### config.mk
export PLATFORM = sky130hd
export DESIGN_NAME = ciUnit
export DESIGN_NICKNAME = d
export VERILOG_FILES = /design/src/verilog/operandPkg.sv /design/src/verilog/ciPkg.sv /design/src/verilog/ciUnit.sv /design/src/verilog/ciDatapath.sv /design/src/verilog/ciSequencer.sv /design/src/verilog/microDelayTimer.sv /design/src/verilog/grayscaleConverter.sv
export SDC_FILE = /design/constraint.sdc
export NUM_CORES = 1
export LEC_CHECK = 0
export BUFFER_PORTS_ARGS = -buffer_cell sky130_fd_sc_hd__buf_4
export CAP_MARGIN = 20
export CORE_MARGIN = 2
export CORE_UTILIZATION = 40
export DETAILED_ROUTE_END_ITERATION = 8
export GPL_ROUTABILITY_DRIVEN = 0
export HOLD_SLACK_MARGIN = 0.03
export SETUP_SLACK_MARGIN = 0.2
export SKIP_LAST_GASP = 1
export SLEW_MARGIN = 0
export SYNTH_ARGS = -nofsm -noshare
export SYNTH_HDL_FRONTEND = slang
export SYNTH_SLANG_ARGS = --single-unit
### constraint.sdc
create_clock -name s_systemClock -period 3.6 [get_ports s_systemClock]
set_input_delay 0.36 -clock s_systemClock [delete_from_list [all_inputs] [get_ports s_systemClock]]
set_output_delay 0.36 -clock s_systemClock [all_outputs]
set_load 0.005 [all_outputs]
### src/verilog/operandPkg.sv
package operandPkg;

  // one RGB565 pixel, red in the top bits.
  typedef struct packed {
    logic [4:0] red;
    logic [5:0] green;
    logic [4:0] blue;
  } rgb565_t;

  // pixel placement inside a 32-bit operand.
  typedef struct packed {
    logic [15:0] spare;  // ignored by the converter.
    rgb565_t     rgb;
  } pixelWord_t;

  // operand A read as four bytes by the swap and as a pixel by the converter.
  typedef union packed {
    logic [3:0][7:0] bytes;
    pixelWord_t      pixel;
  } ciOperand_t;

  // luma weights scaled by 256, they sum to 256.
  localparam logic [7:0] grayWeightRed   = 8'd54;
  localparam logic [7:0] grayWeightGreen = 8'd183;
  localparam logic [7:0] grayWeightBlue  = 8'd19;

  localparam int unsigned grayShift = 8;

endpackage
### src/verilog/ciPkg.sv
package ciPkg;

  // custom instruction numbers as seen on ciN.
  localparam logic [7:0] ciSwapByte = 8'd1;
  localparam logic [7:0] ciDelay    = 8'd6;
  localparam logic [7:0] ciGray     = 8'd9;

  // system clock runs at 25 MHz.
  localparam int unsigned ticksPerMicrosecond = 25;
  localparam int unsigned delayCountWidth     = 16;

  // engine picked once per request by the sequencer.
  typedef enum logic [1:0] {
    engineSwap,
    engineDelay,
    engineGray,
    engineNone
  } ciEngine_t;

  typedef struct packed {
    logic [7:0]             ciN;
    operandPkg::ciOperand_t dataA;
    logic [31:0]            dataB;
  } ciRequest_t;

  typedef struct packed {
    logic [31:0] result;
  } ciResponse_t;

endpackage

### src/verilog/ciUnit.sv
`timescale 1ns/100ps

module ciUnit (
  input  logic               s_systemClock,
  input  logic               s_pllLocked,
  input  logic               reqValid,
  output logic               reqReady,
  input  ciPkg::ciRequest_t  request,
  output logic               respValid,
  input  logic               respReady,
  output ciPkg::ciResponse_t response
);

  ciPkg::ciEngine_t                  engine;
  logic                              launch;
  logic [ciPkg::delayCountWidth-1:0] delayCount;
  operandPkg::ciOperand_t            operandA;
  logic [31:0]                       operandB;
  logic                              expired;
  logic                              resultReady;
  logic [31:0]                       result;
  wire                               launchDelay = launch && (engine == ciPkg::engineDelay);

  ciSequencer u_ciSequencer (
    .s_systemClock(s_systemClock),
    .s_pllLocked  (s_pllLocked),
    .reqValid     (reqValid),
    .reqReady     (reqReady),
    .request      (request),
    .respValid    (respValid),
    .respReady    (respReady),
    .response     (response),
    .engine       (engine),
    .launch       (launch),
    .delayCount   (delayCount),
    .operandA     (operandA),
    .operandB     (operandB),
    .expired      (expired),
    .resultReady  (resultReady),
    .result       (result)
  );

  microDelayTimer u_microDelayTimer (
    .s_systemClock(s_systemClock),
    .s_pllLocked  (s_pllLocked),
    .launchDelay  (launchDelay),
    .delayCount   (delayCount),
    .expired      (expired)
  );

  ciDatapath u_ciDatapath (
    .s_systemClock(s_systemClock),
    .s_pllLocked  (s_pllLocked),
    .launch       (launch),
    .engine       (engine),
    .operandA     (operandA),
    .operandB     (operandB),
    .resultReady  (resultReady),
    .result       (result)
  );

endmodule

### src/verilog/ciDatapath.sv
`timescale 1ns/100ps

module ciDatapath (
  input  logic                   s_systemClock,
  input  logic                   s_pllLocked,
  input  logic                   launch,
  input  ciPkg::ciEngine_t       engine,
  input  operandPkg::ciOperand_t operandA,
  input  logic [31:0]            operandB,
  output logic                   resultReady,
  output logic [31:0]            result
);

  logic [31:0] swapResult;
  logic        singleCycle;
  logic        grayValid;
  logic [7:0]  gray;

  // mode 1 swaps inside each half, mode 0 reverses the whole word.
  assign swapResult = operandB[0]
      ? {operandA.bytes[2], operandA.bytes[3], operandA.bytes[0], operandA.bytes[1]}
      : {operandA.bytes[0], operandA.bytes[1], operandA.bytes[2], operandA.bytes[3]};

  assign singleCycle = launch &&
      ((engine == ciPkg::engineSwap) || (engine == ciPkg::engineNone));

  grayscaleConverter u_grayscaleConverter (
    .s_systemClock(s_systemClock),
    .s_pllLocked  (s_pllLocked),
    .pixelValid   (launch && (engine == ciPkg::engineGray)),
    .pixel        (operandA.pixel.rgb),
    .grayValid    (grayValid),
    .gray         (gray)
  );

  always_ff @(posedge s_systemClock or negedge s_pllLocked) begin
    if (!s_pllLocked) resultReady <= 1'b0;
    else resultReady <= singleCycle || grayValid;  // one-cycle pulse.
  end

  always_ff @(posedge s_systemClock) begin
    if (singleCycle) begin
      result <= (engine == ciPkg::engineSwap) ? swapResult : 32'd0;
    end else if (grayValid) begin
      result <= {24'd0, gray};
    end
  end

endmodule

### src/verilog/ciSequencer.sv
`timescale 1ns/100ps

module ciSequencer (
  input  logic                                s_systemClock,
  input  logic                                s_pllLocked,
  input  logic                                reqValid,
  output logic                                reqReady,
  input  ciPkg::ciRequest_t                   request,
  output logic                                respValid,
  input  logic                                respReady,
  output ciPkg::ciResponse_t                  response,
  output ciPkg::ciEngine_t                    engine,
  output logic                                launch,
  output logic [ciPkg::delayCountWidth-1:0]   delayCount,
  output operandPkg::ciOperand_t              operandA,
  output logic [31:0]                         operandB,
  input  logic                                expired,
  input  logic                                resultReady,
  input  logic [31:0]                         result
);

  typedef enum logic [1:0] {
    idle,
    launching,
    waiting,
    responding
  } seqState_t;

  seqState_t state;
  logic      engineDone;

  // the delay engine reports through the timer, all others through the datapath.
  assign engineDone = (engine == ciPkg::engineDelay) ? expired : resultReady;

  assign reqReady  = (state == idle);
  assign respValid = (state == responding);
  assign launch    = (state == launching);

  always_ff @(posedge s_systemClock or negedge s_pllLocked) begin
    if (!s_pllLocked) begin
      state  <= idle;
      engine <= ciPkg::engineNone;
    end else begin
      case (state)
        idle: begin
          if (reqValid) begin
            state <= launching;
            case (request.ciN)
              ciPkg::ciSwapByte: engine <= ciPkg::engineSwap;
              ciPkg::ciDelay:    engine <= ciPkg::engineDelay;
              ciPkg::ciGray:     engine <= ciPkg::engineGray;
              default:           engine <= ciPkg::engineNone;  // answered with zero.
            endcase
          end
        end
        launching: state <= waiting;
        waiting: begin
          if (engineDone) state <= responding;
        end
        responding: begin
          if (respReady) state <= idle;
        end
        default: state <= idle;
      endcase
    end
  end

  // request payload, captured on the accepting edge.
  always_ff @(posedge s_systemClock) begin
    if (reqReady && reqValid) begin
      operandA   <= request.dataA;
      operandB   <= request.dataB;
      delayCount <= request.dataA[ciPkg::delayCountWidth-1:0];
    end
  end

  // response stays put while it waits for respReady.
  always_ff @(posedge s_systemClock) begin
    if ((state == waiting) && engineDone) begin
      if (engine == ciPkg::engineDelay) response.result <= 32'd0;
      else response.result <= result;
    end
  end

endmodule

### src/verilog/microDelayTimer.sv
`timescale 1ns/100ps

module microDelayTimer (
  input  logic                              s_systemClock,
  input  logic                              s_pllLocked,
  input  logic                              launchDelay,
  input  logic [ciPkg::delayCountWidth-1:0] delayCount,
  output logic                              expired
);

  logic [$clog2(ciPkg::ticksPerMicrosecond)-1:0] prescale;
  logic [ciPkg::delayCountWidth-1:0]             usCount;
  logic                                          lastTick;

  assign lastTick = (prescale == $bits(prescale)'(ciPkg::ticksPerMicrosecond - 1));

  always_ff @(posedge s_systemClock or negedge s_pllLocked) begin
    if (!s_pllLocked) begin
      prescale <= '0;
      usCount  <= '0;
      expired  <= 1'b0;
    end else begin
      expired <= 1'b0;
      if (launchDelay) begin
        usCount  <= delayCount;
        prescale <= $bits(prescale)'(1);  // the launch cycle is the first tick.
        expired  <= (delayCount == '0);
      end else if (usCount != '0) begin
        if (lastTick) begin
          prescale <= '0;
          usCount  <= usCount - 1'b1;
          // last microsecond done.
          expired  <= (usCount == ciPkg::delayCountWidth'(1));
        end else begin
          prescale <= prescale + 1'b1;
        end
      end
    end
  end

endmodule

### src/verilog/grayscaleConverter.sv
`timescale 1ns/100ps

module grayscaleConverter (
  input  logic                s_systemClock,
  input  logic                s_pllLocked,
  input  logic                pixelValid,
  input  operandPkg::rgb565_t pixel,
  output logic                grayValid,
  output logic [7:0]          gray
);

  logic [7:0]  red8;
  logic [7:0]  green8;
  logic [7:0]  blue8;
  logic        stageOneValid;
  logic [15:0] redProduct;
  logic [15:0] greenProduct;
  logic [15:0] blueProduct;
  logic [17:0] productSum;

  // widen each field by repeating its top bits.
  assign red8   = {pixel.red, pixel.red[4:2]};
  assign green8 = {pixel.green, pixel.green[5:4]};
  assign blue8  = {pixel.blue, pixel.blue[4:2]};

  assign productSum = 18'(redProduct) + 18'(greenProduct) + 18'(blueProduct);

  always_ff @(posedge s_systemClock or negedge s_pllLocked) begin
    if (!s_pllLocked) begin
      stageOneValid <= 1'b0;
      grayValid     <= 1'b0;
    end else begin
      stageOneValid <= pixelValid;
      grayValid     <= stageOneValid;
    end
  end

  // stage one, weighted channels.
  always_ff @(posedge s_systemClock) begin
    redProduct   <= red8 * operandPkg::grayWeightRed;
    greenProduct <= green8 * operandPkg::grayWeightGreen;
    blueProduct  <= blue8 * operandPkg::grayWeightBlue;
  end

  // stage two. weights sum to 256 so the shifted sum fits in a byte.
  always_ff @(posedge s_systemClock) begin
    gray <= 8'(productSum >> operandPkg::grayShift);
  end

endmodule

==> results.md, run 1 <==
CTS:
- The clock latency reported for the late side of the worst-skew pair is 0.43 ns.
- The clock-pin slew of the registers on the worst-case setup and hold paths is around 0.07 ns.
- CTS saw ~180 sinks.
- No sink is reached through more buffers than the 2 on the longest clock path.
- The level count of the clock H-tree is 4.
- The clock tree from TritonCTS is done.
- The number of clock buffers inserted by TritonCTS is 17.
- In this run the clock root is driven by a clkbuf_16.

Critical path:
- The cell with the largest stage delay on the worst path is fa_1.
- The critical path endpoint category is a register.
- In this run the worst path has a maximum fanout of 3.
- For the worst setup path, the data required time is slightly below 4 ns.
- The critical path launch point type is a register.
- The worst setup path is of the reg -> reg kind.
- The gate family responsible for the most delay along the worst path is adder cells.
- Data arrives at the worst endpoint at ~4.0 ns.
- The most frequent cell on the critical path is ha_4.
- The buffer and inverter count on the worst path is 3.
- Traced cell by cell, the critical path runs through buf_6 -> ha_4 -> xor2_2 -> ha_4 -> fa_1 -> inv_2 -> fa_1 -> inv_2 -> ha_4 -> or2_4 -> o31a_1 -> a31oi_2 -> a21oi_1 -> xor2_1.
- In this design, the stage delay of the slowest critical-path cell is between 0.5 and 0.6 ns.

Routing:
- After detailed routing, the number of remaining DRC violations is 0.
- The number of vias per cell is 4.82.
- The remaining antenna violation count is 0.
- Summing over every cut layer, the via total after detailed routing is 6,529.
- The routed wire length is between 20,000 and 25,000 µm.
- The detailed-routing iteration count for the pre-antenna-repair pass is 4.
- The routed wire length per instance is 14.8 µm.
- After the first detailed-routing iteration, the DRC count stood at between 300 and 400.

Timing:
- Setup violations remaining at the end of the flow were counted as 3.
- At the pin with the least slew margin, the transition time is 0.910 ns.
- The total negative slack for setup checks is -0.0712 ns.
- The clock skew after layout is roughly 0.010 ns.
- Setup repair after global routing could not meet its margin everywhere.
- The final hold violation count is 0.
- The period utilization is 101%.
- The minimum period implied by the final worst setup slack is 3.63 ns.
- The headroom to the max-slew limit is between 30% and 40%.
- Setup slack on the critical path of the routed design comes to -0.0347 ns.
- The max-slew violation total from the final report is 0.
- The maximum achievable frequency is approximately 280 MHz.

Logic synthesis:
- The average cell area after synthesis is around 12 µm².
- The number of distinct library cells after synthesis is 64.
- After technology mapping, the gate count stands at about 870.
- The post-synthesis instance area is between 10,000 and 15,000 µm².
- The number of enable flip-flop cells after synthesis is 97.
- Synthesis inferred between 150 and 200 register bits.
- Of all flip-flops after synthesis, the portion carrying an async set or reset was around 16%.
- Yosys printed 0 warnings.
- After synthesis, flip-flops and latches occupy between 40 and 50% of the total area.
- The number of nets in the synthesized netlist is 1,110.
- For this run, the leading register cell type out of synthesis is edfxtp_1.

Power and ir drop:
- The fraction of power consumed by the clock network is a little over an eighth.
- The worst-case IR drop observed on VDD is roughly 650 µV.
- The combinational cell fraction of total power is between 60% and 70%.
- Per report_power, the sequential group accounts for 25.9% of the total.
- The proportion of total power due to net switching is between 40 and 50%.
- The total power density per cell area is approximately 1100 nW/µm².
- The cell internal power dissipation is ~8 mW.
- The switching power is 5.54 mW.
- The static leakage power is about 5.4 nW.

Finish:
- The top cell types in the final layout, fill and taps aside, are 128 x buf_4, 99 x ha_1, 98 x inv_1, 97 x edfxtp_1, 52 x nor2_1.
- The repair_antennas step left the layout with diodes totalling 0.
- Cells fill roughly half of the core in the end.
- The growth of design area from synthesis to finish is 22.1%.
- Leaving out fill and tap cells, the most frequent cell in the layout is buf_4.
- The post-route non-filler standard cell count is about 1,400.
- The final standard cell area without fillers is 12,400 µm².
- The fraction of layout cells with a size suffix above 1 is approximately 23%.
- The net count of the finished layout is approximately 1,200.

Die:
- The initial standard-cell utilization of the core is between 40% and 50%.
- 110 I/O pins were placed.
- The y dimension of the die is 163 µm.
- The die footprint is 26,700 µm².
- The die outline width is ~160 µm.
- The number of core rows is between 50 and 60.
- The region available for standard cell placement spans 25,000 µm².

GRT:
- The first global-routing pass estimated roughly 32,000 µm of wire.
- The initial antenna violation count came to 0.
- Entering global routing, the biggest net connects 38 pins.
- The sum of overflow across all layers after global routing is 0.
- The global router's overall resource usage is 15.7%.
- The number of global-route vias before repair is roughly 6,300.

Outcome:
- The checks that failed: negative setup slack.
- The run finished, with violations left.

Placement:
- The post-DP HPWL is between 15,000 and 20,000 µm.
- After detailed placement, the total cell area comes to 11,400 µm².
- The setup slack after placement is -0.0564 ns.
- The number of buffers inserted by port buffering is 78.
- Counting tap cells, the placed design contains a total of between 1,000 and 1,500 instances.

Worst hold path:
- The type of the most critical hold path is in -> reg.

Job:
- The number of max-cap violations is 0.
==> path summary, 6_finish.rpt <==
path	startpoint	end	slack [ns]	depth (start not counted)
max	u_ciSequencer.operandA[10]	u_ciDatapath.u_grayscaleConverter.greenProduct[14]	-0.03	14
min	request[51]	u_ciSequencer.operandA[19]	0.1	1
max reg2reg	u_ciSequencer.operandA[10]	u_ciDatapath.u_grayscaleConverter.greenProduct[14]	-0.03	14
min reg2reg	u_ciDatapath.u_grayscaleConverter.stageOneValid	u_ciDatapath.u_grayscaleConverter.grayValid	0.36	0
max in group asynchronous	s_pllLocked	u_ciSequencer.engine[0]	2.87	2
min in group asynchronous	s_pllLocked	u_ciSequencer.state[1]	0.40	2
==> layer usage <==
layer	up-vias	track usage, %	share of wire, %
met2	126	25.0	46
met4	0	5.15	2.0
li1	3278	-	-
met1	3102	21.4	47
met3	23	3.30	4.8
met5	-	0	0
==> layout make-up <==
cell class | instances | area, µm²
Clock buffer | 18 | 429
Clock inverter | 14 | 144
Fill cell | 2285 | 12600
Inverter | 105 | 394
Multi-Input combinational cell | 573 | 5320
Sequential cell | 176 | 4640
Tap cell | 330 | 413
Timing Repair Buffer | 138 | 1070
==> registers in the layout, indices dropped and copies added (netlist names) <==
register                                         count
u_ciDatapath.u_grayscaleConverter.blueProduct       13
u_ciDatapath.u_grayscaleConverter.greenProduct      16
u_ciDatapath.u_grayscaleConverter.gray               8
u_ciSequencer.state                                  2
u_ciDatapath.u_grayscaleConverter.grayValid          1
u_ciDatapath.resultReady                             1
u_ciDatapath.result                                 32
u_ciDatapath.u_grayscaleConverter.stageOneValid      1
u_ciSequencer.engine                                 2
u_ciDatapath.u_grayscaleConverter.redProduct        13
u_ciSequencer.response                              32
u_ciSequencer.operandA                              32
u_microDelayTimer.prescale                           5
u_microDelayTimer.expired                            1
u_microDelayTimer.usCount                           16
u_ciSequencer.operandB                               1
==> power by group through the flow <==
stage	clock, mW	sequential (mW)	combinational [mW]
floorplan	0	3.46	5.69
global placement	0	3.53	7.38
detailed placement	0	3.54	7.47
CTS	1.83	3.50	7.82
global route	1.92	3.58	9.39
finish	1.79	3.49	8.23
==> what timing repair did <==
action                                  CTS  global route
setup buffers                            10            12
endpoints found under the setup margin    9            11
hold buffers                              1             0
pin swaps                                 5            31
resized for setup                        10            35
hold endpoints to repair                 27             0
==> cells in the mapped netlist (all sizes together), types with 4 or more instances <==
master / instances / area share [%]
o41ai: 4 / 0.49
a31oi: 5 / 0.31
nor2: 56 / 2.2
nand3: 11 / 0.54
o21a: 6 / 0.44
ha: 116 / 14
a21o: 4 / 0.30
edfxtp: 97 / 29
a211oi: 4 / 0.34
nand2: 43 / 1.6
and2: 6 / 0.37
clkbuf: 16 / 0.60
nor3: 18 / 1.4
nand2b: 10 / 0.62
xor2: 9 / 0.78
inv: 105 / 3.9
dfrtp: 27 / 6.6
a21oi: 28 / 1.4
dfxtp: 50 / 9.8
o21ai: 48 / 2.4
nand4: 6 / 0.52
mux2i: 33 / 3.2
o21bai: 5 / 0.41
xnor2: 38 / 3.3
nor2b: 38 / 2.3
a311oi: 4 / 0.34
fa: 45 / 8.9
==> cell families (layout without fill, tap and decap cells) <==
group | count (synthesis) | count (layout) | synth area share, %
AOI/OAI and AO/OA | 125 | 125 | 8.10
xor gates and xnor gates | 47 | 47 | 4.05
adders and majority gates | 161 | 161 | 23.1
buffers and inverters | 124 | 275 | 4.63
DFF | 176 | 176 | 45.7
muxes | 34 | 34 | 3.40
and+or+nand+nor | 206 | 206 | 11.0
==> through the flow <==
| step | power (mW) | hold slack, ns |
|---|---|---|
| after floorplan | 9.15 | 0.0644 |
| after global placement | 10.9 | 0.320 |
| after detailed placement | 11.0 | 0.319 |
| after CTS | 13.1 | 0.0827 |
| after global routing | 14.9 | 0.0795 |
| final | 13.5 | 0.0992 |
Power figures use the tool's default switching activity.
==> run 2: changes to the inputs <==
--- a/config.mk
+++ b/config.mk
@@ -17,4 +17,5 @@
 export SLEW_MARGIN = 0
 export SYNTH_ARGS = -nofsm -noshare
 export SYNTH_HDL_FRONTEND = slang
+export SYNTH_HIERARCHICAL = 1
 export SYNTH_SLANG_ARGS = --single-unit
==> run 2 against run 1 <==
Net effect:
- the flow still finishes with violations (negative setup slack)
- synthesized cell count increased by 6.9%
- register-to-register slack got worse by 0.07 ns
- non-clock buffer count is 5 lower
- sequential cell count did not move
==> results.md, run 2 <==
Outcome:
- The run finished, with violations left.
- The final reports fail on negative setup slack.

Timing:
- The minimum period implied by the final worst setup slack is ~3.7 ns.
- In the finished design, the share of the clock period the worst path needs comes to 103%.
- The final hold violation count was 0.
- The tightest hold margin is approximately 0.11 ns.
- The headroom to the max-slew limit is 37.6%.
- The clock arrives with ~0.014 ns of skew.
- Based on the critical path, the design can be clocked at up to 270 MHz.
- The final count of negative-setup-slack endpoints is 1.
- Setup repair after global routing could not meet its margin everywhere.
- The transition time at the pin with the least slew margin is just over 0.9 ns.
- The max-slew violation total from the final report is 0.
- The worst-case setup margin in the final layout is -0.109 ns.

GRT:
- Entering global routing, the biggest net connects 38 pins.
- The number of global-route vias before repair is 7,024.
- Global routing consumed, over all layers together, around 16% of the routing resources.
- The first global-routing pass estimated 35,900 µm of wire.
- The initial antenna violation count is 0.
- The sum of overflow across all layers after global routing is 0.

Critical path:
- The critical path endpoint category is a register.
- The kind of critical path is reg -> reg.
- The worst path arrival time is about 4.1 ns.
- The worst setup path is launched from a register.
- The endpoint required time on the critical path is 3.96 ns.
- In this run the worst path has a maximum fanout of 5.

Routing:
- After detailed routing, the number of remaining DRC violations is 0.
- The detailed-routing iteration count for the pre-antenna-repair pass is 4.
- Dividing the detail-routed wire length by the instance count gives ~16 µm.
- The routed layout has just over 7,000 vias.
- The routed design has roughly 22,000 µm of wire.
- The DRC violation total after the first TritonRoute iteration is 339.
- The number of vias per cell is ~5.1.
- The remaining antenna violation count is 0.

CTS:
- TritonCTS built the clock tree.
- Counting the buffers created by CTS gives 17.
- The level count of the clock H-tree is 4.
- The maximum clock insertion buffer count is 2.
- The clock latency reported for the late side of the worst-skew pair is 0.43 ns.
- Clock tree synthesis found a total of 176 sinks.
- Clock-pin slew was measured on the worst setup and hold paths at 0.07 ns.
- The root cell of the clock tree is clkbuf_16.

Logic synthesis:
- The total nets after synthesis is roughly 1,200.
- The post-synthesis instance area is around 11,000 µm².
- The total of warnings raised by yosys is 6.
- The average instance in the mapped netlist occupies 11.3 µm².
- After technology mapping, the gate count stands at between 900 and 1,000.

Die:
- The initial utilization of the core area, before any placement, comes to around 40%.
- Pin placement for this block handled 110 I/O pins.
- The core footprint is 26,000 µm².
- The die outline width is 167 µm.
- The die footprint is approximately 28,000 µm².
- The y dimension of the die is ~170 µm.
- After floorplanning, the core was divided into 59 placement rows.

Placement:
- After detailed placement, the total cell area comes to 11,700 µm².
- The setup slack after placement is -0.121 ns.
- The post-DP HPWL is between 15,000 and 20,000 µm.
- The number of buffers inserted by port buffering is roughly 80.

Finish:
- Cells with a size suffix above 1 make up between 20% and 30% of the layout.
- Fill cells in the final layout number 2,380.
- The repair_antennas step left the layout with diodes totalling 0.
- Cells fill 48.5% of the core in the end.
- Leaving out fill and tap cells, the most frequent cell in the layout is buf_4.
- In the final layout, the registers with the most flip-flops are u_ciDatapath/result: 32 flops, u_ciSequencer/response: 32 flops, u_ciSequencer/operandA: 17 flops.
- The top cell types in the final layout, fill and taps aside, are 126 x buf_4, 105 x inv_1, 97 x edfxtp_1, 95 x ha_1, 58 x nor2_1.
- The final standard cell area without fillers is approximately 13,000 µm².
- The net count of the finished layout is around 1,300.
- Relative to the synthesized area, the layout overhead comes to 19.2%.

Job:
- The number of max-cap violations is 0.

Worst hold path:
- In this run the worst hold path is classified as in -> reg.
## run 2: layout make-up
class,instances,area [µm²],area share [%]
clock buffers,18,429,3.41
clock inverters,14,164,1.30
inverters,113,424,3.37
multi-input cells,603,5500,43.6
flip-flops and latches,176,4640,36.8
well taps,335,419,3.33
repair buffers,133,1020,8.12
## run 2: layer usage
layer	vias up	share of wire, %	wire length (µm)	GRT usage [%]
met4	0	1.7	375	4.31
met2	124	49	10700	27.5
met1	3372	47	10200	21.7
met5	-	0	0	0
met3	25	2.7	597	2.38
li1	3535	-	-	-
## run 2: critical path, cell delays in order, from the launching register on
cell	delay, ns
edfxtp_1	0.54
ha_4	0.34
inv_2	0.04
fa_1	0.55
fa_1	0.43
fa_1	0.50
inv_2	0.05
ha_4	0.14
or3_1	0.33
o221a_4	0.26
or4_1	0.40
nand3_1	0.09
## run 2: path summary, 6_finish.rpt
kind / from / to / slack (ns) / cells past startpoint
worst max register to register: u_ciSequencer/delayCount[10] / u_ciDatapath/u_grayscaleConverter/greenProduct[13] / -0.11 / 11
worst max-delay path: u_ciSequencer/delayCount[10] / u_ciDatapath/u_grayscaleConverter/greenProduct[13] / -0.11 / 11
worst min register to register: u_ciDatapath/u_grayscaleConverter/stageOneValid / u_ciDatapath/u_grayscaleConverter/grayValid / 0.35 / 0
max in group asynchronous: s_pllLocked / u_ciSequencer/engine[0] / 2.87 / 2
min in group asynchronous: s_pllLocked / u_microDelayTimer/usCount[4] / 0.40 / 2
worst min-delay path: request[63] / u_ciSequencer/operandA[31] / 0.11 / 1
## run 2: repair_timing
item	4_1_cts	5_1_grt
setup buffers	7	4
endpoints found under the setup margin	11	15
pin swaps	15	27
resized for setup	11	33
hold buffers	1	0
endpoints found under the hold margin	27	0
## run 2: through the flow
step | instances | TNS [ns]
2_1_floorplan | 933 | 0
3_3_place_gp | 1348 | -0.0928
3_5_place_dp | 1348 | -0.188
4_1_cts | 1388 | -0.0928
5_1_grt | 1392 | -0.334
6_report | 1392 | -0.109
Power of run 2 is not shown: default switching activity piles up to over one toggle a cycle in this logic, so the estimate is an artifact.
